File: src/common/id_pkg.sv
package id_pkg;

    ///////////////////////////////////////////////////////////////////////
    // Pool sizes
    ///////////////////////////////////////////////////////////////////////

    // Instruction IDs that can be in flight at once
    localparam int MAX_IDS = 8;

    // Bits needed to name one ID
    localparam int LOG2_MAX_IDS = 3;

    // One extra bit so a completely full pool can still be counted
    localparam int ID_COUNT_W = LOG2_MAX_IDS + 1;

    // Instructions that can leave the pipeline in one cycle
    localparam int RETIRE_PORTS = 2;

    // Select width over the retire ports
    localparam int LOG2_RETIRE_PORTS = 1;

    ///////////////////////////////////////////////////////////////////////
    // Shared types
    ///////////////////////////////////////////////////////////////////////

    // Wrapping instruction ID
    typedef logic [LOG2_MAX_IDS-1:0] id_t;

    // In-flight count whose top bit marks a full pool
    typedef logic [ID_COUNT_W-1:0] count_t;

    // PC or raw instruction word
    typedef logic [31:0] word_t;

    // Architectural register number from x0 to x31
    typedef logic [4:0] reg_addr_t;

endpackage

File: src/id_allocator.sv
`timescale 1ns/1ps

module id_allocator (
    input  logic           clk,
    input  logic           rst,
    input  logic           pc_id_assigned,
    input  logic           fetch_complete,
    input  logic           decode_advance,
    input  logic           instruction_issued,
    input  logic           fetch_flush,
    input  id_pkg::count_t retire_count_next,
    output id_pkg::id_t    pc_id,
    output id_pkg::id_t    fetch_id,
    output id_pkg::id_t    decode_id,
    output id_pkg::id_t    issue_id,
    output logic           pc_id_available,
    output logic           decode_valid,
    output id_pkg::count_t post_issue_count
);
    import id_pkg::*;

    // Negative count of IDs fetched but not yet decoded
    count_t fetched_count_neg;
    // Assigned at PC generation but not yet issued
    count_t pre_issue_count;
    count_t pre_issue_count_next;
    count_t post_issue_count_next;
    // Registered sum of both halves
    count_t inflight_count;

    ///////////////////////////////////////////////////////////////////////
    // ID pointers
    ///////////////////////////////////////////////////////////////////////

    // Oldest ID that has not been issued yet
    // Issue always takes this one, so it just steps forward
    always_ff @(posedge clk) begin
        if (rst)
            issue_id <= '0;
        else if (instruction_issued)
            issue_id <= issue_id + id_t'(1);
    end

    // Front-end pointers wrap freely
    // A flush rewinds them all to the oldest unissued ID
    always_ff @(posedge clk) begin
        if (rst) begin
            pc_id <= '0;
            fetch_id <= '0;
            decode_id <= '0;
        end else if (fetch_flush) begin
            pc_id <= issue_id;
            fetch_id <= issue_id;
            decode_id <= issue_id;
        end else begin
            pc_id <= pc_id + id_t'(pc_id_assigned);
            fetch_id <= fetch_id + id_t'(fetch_complete);
            decode_id <= decode_id + id_t'(decode_advance);
        end
    end

    ///////////////////////////////////////////////////////////////////////
    // Counters
    ///////////////////////////////////////////////////////////////////////

    // Goes negative on fetch, so the MSB means decode has an ID waiting
    always_ff @(posedge clk) begin
        if (rst || fetch_flush)
            fetched_count_neg <= '0;
        else
            fetched_count_neg <= fetched_count_neg + count_t'(decode_advance)
                                 - count_t'(fetch_complete);
    end

    assign pre_issue_count_next = pre_issue_count + count_t'(pc_id_assigned)
                                  - count_t'(instruction_issued);
    assign post_issue_count_next = post_issue_count + count_t'(instruction_issued)
                                   - retire_count_next;

    // Flush drops everything still ahead of issue
    always_ff @(posedge clk) begin
        if (rst || fetch_flush)
            pre_issue_count <= '0;
        else
            pre_issue_count <= pre_issue_count_next;
    end

    // Only retirement brings this one down
    always_ff @(posedge clk) begin
        if (rst)
            post_issue_count <= '0;
        else
            post_issue_count <= post_issue_count_next;
    end

    // Issued IDs survive a flush
    always_ff @(posedge clk) begin
        if (rst)
            inflight_count <= '0;
        else if (fetch_flush)
            inflight_count <= post_issue_count_next;
        else
            inflight_count <= pre_issue_count_next + post_issue_count_next;
    end

    // Pool full once the count reaches MAX_IDS
    assign pc_id_available = ~inflight_count[LOG2_MAX_IDS];
    assign decode_valid = fetched_count_neg[LOG2_MAX_IDS];

endmodule

File: src/metadata_tables.sv
`timescale 1ns/1ps

module metadata_tables (
    input  logic              clk,
    input  logic              pc_id_assigned,
    input  logic              fetch_complete,
    input  logic              decode_advance,
    input  logic              decode_uses_rd,
    input  id_pkg::id_t       pc_id,
    input  id_pkg::id_t       fetch_id,
    input  id_pkg::id_t       decode_id,
    input  id_pkg::word_t     if_pc,
    input  id_pkg::word_t     fetch_instruction,
    input  id_pkg::reg_addr_t decode_rd_addr,
    input  id_pkg::id_t       retire_ids_next [id_pkg::RETIRE_PORTS],
    output id_pkg::word_t     decode_pc,
    output id_pkg::word_t     decode_instruction,
    output logic              retire_uses_rd [id_pkg::RETIRE_PORTS]
);
    import id_pkg::*;

    // Small distributed tables with one entry per ID
    word_t pc_table [MAX_IDS];
    word_t instruction_table [MAX_IDS];
    logic uses_rd_table [MAX_IDS];

    ///////////////////////////////////////////////////////////////////////
    // Writes
    ///////////////////////////////////////////////////////////////////////

    // PC captured when the ID is handed out
    always_ff @(posedge clk) begin
        if (pc_id_assigned)
            pc_table[pc_id] <= if_pc;
    end

    // Instruction word arrives later when fetch returns
    always_ff @(posedge clk) begin
        if (fetch_complete)
            instruction_table[fetch_id] <= fetch_instruction;
    end

    // x0 writes are discarded, so they do not count as a destination
    always_ff @(posedge clk) begin
        if (decode_advance)
            uses_rd_table[decode_id] <= decode_uses_rd && (|decode_rd_addr);
    end

    ///////////////////////////////////////////////////////////////////////
    // Reads
    ///////////////////////////////////////////////////////////////////////

    assign decode_pc = pc_table[decode_id];
    assign decode_instruction = instruction_table[decode_id];

    // One read port per retire candidate
    always_comb begin
        for (int i = 0; i < RETIRE_PORTS; i++)
            retire_uses_rd[i] = uses_rd_table[retire_ids_next[i]];
    end

endmodule

File: src/retire/writeback_tracker.sv
`timescale 1ns/1ps

module writeback_tracker (
    input  logic        clk,
    input  logic        rst,
    input  logic        instruction_issued,
    input  logic        issue_pending_wb,
    input  logic        wb_valid,
    input  id_pkg::id_t issue_id,
    input  id_pkg::id_t wb_id,
    input  id_pkg::id_t retire_ids_next [id_pkg::RETIRE_PORTS],
    output logic        retire_wb_pending [id_pkg::RETIRE_PORTS]
);
    import id_pkg::*;

    // Write port 0 is issue and port 1 is the writeback bus
    localparam int WRITE_PORTS = 2;

    logic toggle_en [WRITE_PORTS];
    id_t toggle_addr [WRITE_PORTS];
    // Combined flip mask across all write ports
    logic [MAX_IDS-1:0] toggle_mask;
    // Set means a multicycle result is still outstanding
    logic [MAX_IDS-1:0] pending_bits;

    ///////////////////////////////////////////////////////////////////////
    // Toggle ports
    ///////////////////////////////////////////////////////////////////////

    // Only multicycle register writers mark themselves on issue
    assign toggle_en[0] = instruction_issued && issue_pending_wb;
    assign toggle_addr[0] = issue_id;
    assign toggle_en[1] = wb_valid;
    assign toggle_addr[1] = wb_id;

    // Each port flips its own bit with XOR so both ports may fire together
    always_comb begin
        toggle_mask = '0;
        for (int p = 0; p < WRITE_PORTS; p++) begin
            if (toggle_en[p])
                toggle_mask[toggle_addr[p]] = ~toggle_mask[toggle_addr[p]];
        end
    end

    always_ff @(posedge clk) begin
        if (rst)
            pending_bits <= '0;
        else
            pending_bits <= pending_bits ^ toggle_mask;
    end

    ///////////////////////////////////////////////////////////////////////
    // Read ports
    ///////////////////////////////////////////////////////////////////////

    always_comb begin
        for (int i = 0; i < RETIRE_PORTS; i++)
            retire_wb_pending[i] = pending_bits[retire_ids_next[i]];
    end

endmodule

File: src/retire/retire_select.sv
`timescale 1ns/1ps

module retire_select (
    input  logic           clk,
    input  logic           rst,
    input  logic           exception_pending,
    input  id_pkg::count_t post_issue_count,
    input  logic           retire_uses_rd [id_pkg::RETIRE_PORTS],
    input  logic           retire_wb_pending [id_pkg::RETIRE_PORTS],
    output id_pkg::id_t    retire_ids_next [id_pkg::RETIRE_PORTS],
    output id_pkg::id_t    retire_ids [id_pkg::RETIRE_PORTS],
    output id_pkg::count_t retire_count_next,
    output id_pkg::count_t retire_count,
    output logic           retire_port_valid [id_pkg::RETIRE_PORTS],
    output logic           retire_rd_valid,
    output id_pkg::id_t    retire_rd_id
);
    import id_pkg::*;

    logic port_valid_next [RETIRE_PORTS];
    // Running state across ports from the oldest
    logic contiguous;
    logic rd_found;
    logic [LOG2_RETIRE_PORTS-1:0] rd_sel;

    ///////////////////////////////////////////////////////////////////////
    // Retire decision
    ///////////////////////////////////////////////////////////////////////

    // Ports retire as one unbroken block starting at port 0
    // At most one register writer per cycle
    // Pending exception limits it to a single instruction
    always_comb begin
        contiguous = 1'b1;
        rd_found = 1'b0;
        for (int i = 0; i < RETIRE_PORTS; i++) begin
            port_valid_next[i] = (post_issue_count > count_t'(i)) && !retire_wb_pending[i]
                                 && (!retire_uses_rd[i] || !rd_found) && contiguous;
            rd_found = rd_found | (port_valid_next[i] & retire_uses_rd[i]);
            contiguous = contiguous & port_valid_next[i] & ~exception_pending;
        end
    end

    // Lowest retiring writer wins by scanning from the top so it lands last
    always_comb begin
        rd_sel = '0;
        for (int i = RETIRE_PORTS - 1; i >= 0; i--) begin
            if (port_valid_next[i] && retire_uses_rd[i])
                rd_sel = LOG2_RETIRE_PORTS'(i);
        end
    end

    always_comb begin
        retire_count_next = '0;
        for (int i = 0; i < RETIRE_PORTS; i++)
            retire_count_next = retire_count_next + count_t'(port_valid_next[i]);
    end

    ///////////////////////////////////////////////////////////////////////
    // Registered state and outputs
    ///////////////////////////////////////////////////////////////////////

    // Port i always trails port 0 by i
    // retire_ids shows the IDs that the registered outputs refer to
    always_ff @(posedge clk) begin
        for (int i = 0; i < RETIRE_PORTS; i++) begin
            if (rst) begin
                retire_ids_next[i] <= id_t'(i);
                retire_ids[i] <= id_t'(i);
            end else begin
                retire_ids_next[i] <= retire_ids_next[i] + id_t'(retire_count_next);
                retire_ids[i] <= retire_ids_next[i];
            end
        end
    end

    always_ff @(posedge clk) begin
        if (rst) begin
            retire_count <= '0;
            retire_rd_valid <= 1'b0;
            for (int i = 0; i < RETIRE_PORTS; i++)
                retire_port_valid[i] <= 1'b0;
        end else begin
            retire_count <= retire_count_next;
            retire_rd_valid <= rd_found;
            for (int i = 0; i < RETIRE_PORTS; i++)
                retire_port_valid[i] <= port_valid_next[i];
        end
    end

    // Only meaningful alongside retire_rd_valid
    always_ff @(posedge clk) begin
        retire_rd_id <= retire_ids_next[rd_sel];
    end

endmodule

File: src/id_manager.sv
`timescale 1ns/1ps

module id_manager (
    input  logic              clk,
    input  logic              rst,
    // Fetch side
    input  logic              pc_id_assigned,
    input  id_pkg::word_t     if_pc,
    input  logic              fetch_complete,
    input  id_pkg::word_t     fetch_instruction,
    input  logic              fetch_flush,
    output id_pkg::id_t       pc_id,
    output id_pkg::id_t       fetch_id,
    output logic              pc_id_available,
    // Decode
    input  logic              decode_advance,
    input  logic              decode_uses_rd,
    input  id_pkg::reg_addr_t decode_rd_addr,
    output logic              decode_valid,
    output id_pkg::id_t       decode_id,
    output id_pkg::word_t     decode_pc,
    output id_pkg::word_t     decode_instruction,
    // Issue and writeback
    input  logic              instruction_issued,
    input  logic              issue_pending_wb,
    input  logic              wb_valid,
    input  id_pkg::id_t       wb_id,
    input  logic              exception_pending,
    // Retire
    output id_pkg::id_t       retire_ids [id_pkg::RETIRE_PORTS],
    output logic              retire_port_valid [id_pkg::RETIRE_PORTS],
    output id_pkg::count_t    retire_count,
    output logic              retire_rd_valid,
    output id_pkg::id_t       retire_rd_id,
    output id_pkg::count_t    post_issue_count
);
    import id_pkg::*;

    id_t issue_id;
    id_t retire_ids_next [RETIRE_PORTS];
    count_t retire_count_next;
    logic retire_uses_rd [RETIRE_PORTS];
    logic retire_wb_pending [RETIRE_PORTS];

    ///////////////////////////////////////////////////////////////////////
    // Allocation and metadata
    ///////////////////////////////////////////////////////////////////////

    id_allocator i_id_allocator (
        .clk                (clk),
        .rst                (rst),
        .pc_id_assigned     (pc_id_assigned),
        .fetch_complete     (fetch_complete),
        .decode_advance     (decode_advance),
        .instruction_issued (instruction_issued),
        .fetch_flush        (fetch_flush),
        .retire_count_next  (retire_count_next),
        .pc_id              (pc_id),
        .fetch_id           (fetch_id),
        .decode_id          (decode_id),
        .issue_id           (issue_id),
        .pc_id_available    (pc_id_available),
        .decode_valid       (decode_valid),
        .post_issue_count   (post_issue_count)
    );

    metadata_tables i_metadata_tables (
        .clk                (clk),
        .pc_id_assigned     (pc_id_assigned),
        .fetch_complete     (fetch_complete),
        .decode_advance     (decode_advance),
        .decode_uses_rd     (decode_uses_rd),
        .pc_id              (pc_id),
        .fetch_id           (fetch_id),
        .decode_id          (decode_id),
        .if_pc              (if_pc),
        .fetch_instruction  (fetch_instruction),
        .decode_rd_addr     (decode_rd_addr),
        .retire_ids_next    (retire_ids_next),
        .decode_pc          (decode_pc),
        .decode_instruction (decode_instruction),
        .retire_uses_rd     (retire_uses_rd)
    );

    ///////////////////////////////////////////////////////////////////////
    // Writeback tracking and retirement
    ///////////////////////////////////////////////////////////////////////

    writeback_tracker i_writeback_tracker (
        .clk                (clk),
        .rst                (rst),
        .instruction_issued (instruction_issued),
        .issue_pending_wb   (issue_pending_wb),
        .wb_valid           (wb_valid),
        .issue_id           (issue_id),
        .wb_id              (wb_id),
        .retire_ids_next    (retire_ids_next),
        .retire_wb_pending  (retire_wb_pending)
    );

    retire_select i_retire_select (
        .clk                (clk),
        .rst                (rst),
        .exception_pending  (exception_pending),
        .post_issue_count   (post_issue_count),
        .retire_uses_rd     (retire_uses_rd),
        .retire_wb_pending  (retire_wb_pending),
        .retire_ids_next    (retire_ids_next),
        .retire_ids         (retire_ids),
        .retire_count_next  (retire_count_next),
        .retire_count       (retire_count),
        .retire_port_valid  (retire_port_valid),
        .retire_rd_valid    (retire_rd_valid),
        .retire_rd_id       (retire_rd_id)
    );

endmodule

File: config.mk
export PLATFORM = sky130hd
export DESIGN_NAME = id_manager
export DESIGN_NICKNAME = d
export VERILOG_FILES = /design/src/common/id_pkg.sv /design/src/id_allocator.sv /design/src/metadata_tables.sv /design/src/retire/writeback_tracker.sv /design/src/retire/retire_select.sv /design/src/id_manager.sv
export SDC_FILE = /design/constraint.sdc
export NUM_CORES = 1
export LEC_CHECK = 0
export BUFFER_PORTS_ARGS = -buffer_cell sky130_fd_sc_hd__buf_2
export CORE_AREA = 2 2 256 258
export CTS_CLUSTER_DIAMETER = 150
export CTS_CLUSTER_SIZE = 10
export DETAILED_ROUTE_END_ITERATION = 8
export DIE_AREA = 0 0 258 260
export HOLD_SLACK_MARGIN = 0.02
export SYNTH_ARGS = -nofsm -noshare
export SYNTH_HDL_FRONTEND = slang
export SYNTH_SLANG_ARGS = --single-unit
File: constraint.sdc
create_clock -name clk -period 4.6 [get_ports clk]
set_clock_uncertainty 0.1 [all_clocks]
set_input_delay 0.92 -clock clk [delete_from_list [all_inputs] [get_ports clk]]
set_output_delay 0.92 -clock clk [all_outputs]
set_load 0.01 [all_outputs]
# Word level (Yosys, flattened, before mapping)
# Memories as Yosys holds them, arrays and structs flattened. A register that Yosys moved wholly into a read port is not among the register bits.
# Index checks and enable logic that the tools add are counted.
# totals
romBits	8
ramBits	520
register_bits	58
mem_count	4
out_inout_bits	95
word_cells	108
# classes
n_mux	35
reduce_logical	17
order_cmp	9
n_addsub	14
n_bitwise	11
# memory_table
memory	words	word_bits	read_ports	rd_clocked_by_memory_dff	wr	line_no	text
i_metadata_tables.instruction_table	8	32	1	1	1	metadata_tables.sv:24	word_t instruction_table [MAX_IDS];
i_metadata_tables.pc_table	8	32	1	1	1	metadata_tables.sv:23	word_t pc_table [MAX_IDS];
(no name shown)	8	1	1	1	0	writeback_tracker.sv:41	toggle_mask[toggle_addr[p]] = ~toggle_mask[toggle_addr[p]];
i_metadata_tables.uses_rd_table	8	1	2	2	1	metadata_tables.sv:25	logic uses_rd_table [MAX_IDS];
# ops
cell	count
$mux W3	12
$lt A3 B4 Y1 const B	4
$mux W8	2
$mux W1	14
$add A4 B1 Y4	3
$logic_and A1 B1 Y1	10
$add A3 B1 Y3	3
$bmux W1 S3	3
$and A8 B8 Y8	1
$bwmux W8	1
$gt A4 B1 Y1 const B	2
$sub A4 B1 Y4	2
$xor A8 B8 Y8	1
$add A3 B3 Y3	2
$demux W1 S3	2
$ge A3 B1 Y1 const B	2
$reduce_or A5 Y1	1
$add A4 B4 Y4	1
$logic_not A1 Y1	4
$mux W4	1
$not A1 Y1	4
$sub A4 B4 Y4	1
$add A3 B1 Y3 const B	1
$and A1 B1 Y1	3
other kinds (5)	6

# Logic depth before layout (Yosys ltp)
# depth
depth_word	16
depth_mapped	18

# By module
# From an unflattened synthesis, not the netlist that was laid out.
# hier_totals
hier_cells	1181
area_unflattened_um2	22902.0
# by_module_without_submodules
mod	n_inst	seq_area_each_um2	cells_each	area_each_um2
metadata_tables	1	15615.0	886	19901.6
id_allocator	1	500.5	141	1376.3
writeback_tracker	1	160.2	91	888.4
retire_select	1	400.4	63	735.7

# Least setup slack after synthesis
# Ideal clock, no wire load.
# synth_path
kind	reg2reg
startpoint	register i_retire_select.retire_ids_next[3] in the netlist's numbering
endpoint	register i_id_allocator.inflight_count[3]
path_stages_with_launch	17
period_less_slack_ps	3947
arrival_time_ps	3716
slack_ps	653
cell_sequence	dfxtp_1 > buf_2 > mux4_2 > mux2i_1 > o211ai_1 > nor2_1 > ha_1 > ha_1 > inv_1 > ha_1 > fa_1 > ha_1 > a31o_2 > a21oi_1 > xnor3_1 > nor3_1 > nor3_1
# synth_lines
item	line_no	text
from (decl)	retire_select.sv:10	output id_pkg::id_t retire_ids_next [id_pkg::RETIRE_PORTS],
from (signal, indexed assignment)	retire_select.sv:68	retire_ids_next[i] <= id_t'(i);
from (signal, indexed assignment)	retire_select.sv:71	retire_ids_next[i] <= retire_ids_next[i] + id_t'(retire_count_next);
to (signal assigned)	id_allocator.sv:101	inflight_count <= post_issue_count_next;
to (signal assigned)	id_allocator.sv:103	inflight_count <= pre_issue_count_next + post_issue_count_next;
to (decl)	id_allocator.sv:29	count_t inflight_count;

==> run metrics <==
most frequent cells in the layout=520 x edfxtp_1, 175 x buf_2, 132 x mux4_2, 68 x clkbuf_16, 64 x mux2_2; Yosys Warn Count=0; critical path arrival=approximately 4600 ps; cts repair resizes=0; first-pass detailed-route iteration total=5; post-synth top area share=0.698; vias per cell=4.93; hpwl dp=27.6 mm; drt drc=0; Die X=258 um; number of enable flip-flop cells after synthesis=520; # setup viols final=0; PD cells=465 mW/mm2; Post-synth top flop=edfxtp_1; Post-Synthesis Cells=between 1000 and 1500; Worst-Margin Slew=959 ps; CP required=about 5000 ps; Sinks on Clock Net=around 570; area grow syn2layout=17.9%; post-layout util=0.411; Setup Buffers After CTS=0; worst hold path type=reg2reg; critical path class=reg2reg; Max Cap Viol=0; Worst Path Max Fanout=9; fin crit share=0.928; CTS tree=built; Peak VDD IR=~200 uV; largest net degree at the start of global routing=85; Total Routing Usage GR=0.142; Max Clk Rate=around 230 MHz; commonest non-fill, non-tap cell in the layout=edfxtp_1; clock network power share=0.381; Sw Ratio=0.238; H-tree depth=3; Pleak=8.68 nW; cell taking the most area after synthesis=edfxtp_1; Worst-path clk slew=~60 ps; Max-slew headroom=0.359; die area=0.0671 mm2; Port Buffer Count=~180; initial antenna violation count=5; Slew Viols, Final=0; Crit. End Element=flop; Seq pwr share=0.490; TNS Setup=0 ps; CTS root buffer=clkbuf_16; placed cell area=between 0.02 and 0.025 mm2; routability cong.=0.771; CTS max path bufs=3; synthesized cell area=0.0224 mm2; Post-synth ARST share=0; vias in the first global route=between 10000 and 15000; Die Y=between 200 and 300 um; Num CTS Buffers=67; synthesized flop and latch total=approximately 570; RSZ-0062 raised after global routing=false; outcome=finished, final reports clean; Startpoint Class=flop; Seq/Total Area, Yosys=0.745; Initial Util=0.349; Finished Cell Area=approximately 0.026 mm2; Int Power=~9.3 mW; row cnt=just over 90; hold-fix buffer count after cts=0; Hold WS=~440 ps; Net Switching=2.91 mW; Detail Route Antenna Nets=0; Final #Nets=1409; total core area=~0.064 mm2; DR WL/cell=21.7 um; minimum clock period=4270 ps; DR vias=about 11000; IO Pins=between 150 and 200; top post-synthesis cells by area=edfxtp_1 70%, mux4_2 13%, dfxtp_1 4.7%; first-pass GRT wire length=71.4 mm; GRT overflow=0; Yosys cell types=between 40 and 50; Logic pwr share=0.129; share of post-route cells with drive strength above 1=0.380; Hold Vio Cnt, Final=0; DR iter-0 viols=about 630; clock latency on the worst-skew pair=590 ps; Synth Area per Inst=around 21 um2; final WL=around 47 mm
worst paths after layout:
path | from | slack [ps] | cells after the start | endpoint
worst max-delay path | i_retire_select.retire_ids_next[3]$_SDFF_PP0_ | 330 | 15 | i_id_allocator.inflight_count[3]$_SDFF_PP0_
worst min-delay path | i_writeback_tracker.pending_bits[5]$_SDFF_PP0_ | 440 | 2 | i_writeback_tracker.pending_bits[5]$_SDFF_PP0_
worst max register to register | i_retire_select.retire_ids_next[3]$_SDFF_PP0_ | 330 | 15 | i_id_allocator.inflight_count[3]$_SDFF_PP0_
worst min register to register | i_writeback_tracker.pending_bits[5]$_SDFF_PP0_ | 440 | 2 | i_writeback_tracker.pending_bits[5]$_SDFF_PP0_
sequential cells by signal, summed over array words and instances (netlist names):
| register | flops |
|---|---|
| i_writeback_tracker.pending_bits | 8 |
| i_retire_select.retire_ids_next | 6 |
| i_retire_select.retire_rd_valid | 1 |
| i_retire_select.retire_count | 2 |
| i_retire_select.retire_rd_id | 3 |
| i_id_allocator.fetched_count_neg | 4 |
| i_retire_select.retire_ids | 6 |
| i_id_allocator.decode_id | 3 |
| i_id_allocator.pre_issue_count | 4 |
| i_metadata_tables.uses_rd_table | 8 |
| i_id_allocator.post_issue_count | 4 |
| i_metadata_tables.pc_table | 256 |
| i_id_allocator.pc_id | 3 |
| i_retire_select.retire_port_valid | 2 |
| i_id_allocator.issue_id | 3 |
| i_metadata_tables.instruction_table | 256 |
| i_id_allocator.inflight_count | 1 |
| i_id_allocator.fetch_id | 3 |
per-layer routing:
layer	vias to the layer above	part of all wire	GRT usage
li1	4756	-	-
met1	5637	0.44	0.188
met2	235	0.49	0.234
met3	73	0.045	0.0306
met4	8	0.021	0.0475
met5	-	0.00097	0
logic make-up after synthesis:
group | count (synthesis) | synth area share
flip-flops | 573 | 0.745
AND/OR/NAND/NOR | 115 | 0.0254
XOR/XNOR | 26 | 0.0108
AO/OA/AOI/OAI | 40 | 0.0127
multiplexers | 210 | 0.173
other | 1 | 0.000168
buffers and inverters | 77 | 0.0141
adder cells (fa/ha/maj) | 31 | 0.0190
worst max-delay path, stage by stage, from the launching register on:
cell and delay, ps:
dfxtp_2 480, mux4_2 530, mux2i_1 270, o211ai_1 160, nor2_1 120, ha_1 290, ha_1 300, inv_1 40
ha_1 200, fa_1 470, ha_1 310, a31o_2 200, a21oi_1 160, xnor3_1 260, nor3_1 190, nor3_1 70
per-stage QoR:
stage	total power, mW	std cells	setup WS (ps)
6_report	12.3	2171	333
5_1_grt	12.8	2171	119
4_1_cts	12.4	2170	196
3_5_place_dp	7.72	2081	207
3_3_place_gp	7.69	2081	281
2_1_floorplan	7.18	1074	653
power by group through the flow:
stage               combinational (mW)  sequential [mW]  clock [mW]
floorplan                         1.09             6.09           0
global placement                  1.59             6.10           0
detailed placement                1.60             6.12           0
CTS                               1.61             6.01        4.81
global route                      1.77             6.03        4.98
finish                            1.58             6.01        4.67
layout make-up:
| type | instances | area (um2) |
|---|---|---|
| flip-flops and latches | 573 | 16700 |
| repair buffers | 203 | 1140 |
| fillers | 5644 | 37700 |
| inverters | 26 | 97.6 |
| diodes | 1 | 2.50 |
| well taps | 855 | 1070 |
| clock buffers | 82 | 1750 |
| clock inverters | 7 | 126 |
| multi-input cells | 424 | 5510 |
cells in the mapped netlist (all sizes together), types with 4 or more instances:
| cell type | number |
|---|---|
| a21oi | 11 |
| a32oi | 4 |
| and2 | 6 |
| buf | 17 |
| clkbuf | 34 |
| dfxtp | 53 |
| edfxtp | 520 |
| fa | 5 |
| ha | 26 |
| inv | 26 |
| mux2 | 66 |
| mux2i | 10 |
| mux4 | 134 |
| nand2 | 13 |
| nand2b | 19 |
| nor2 | 46 |
| nor2b | 12 |
| nor3 | 10 |
| o21a | 5 |
| xnor2 | 12 |
| xor2 | 13 |
Power figures use the tool's default switching activity.
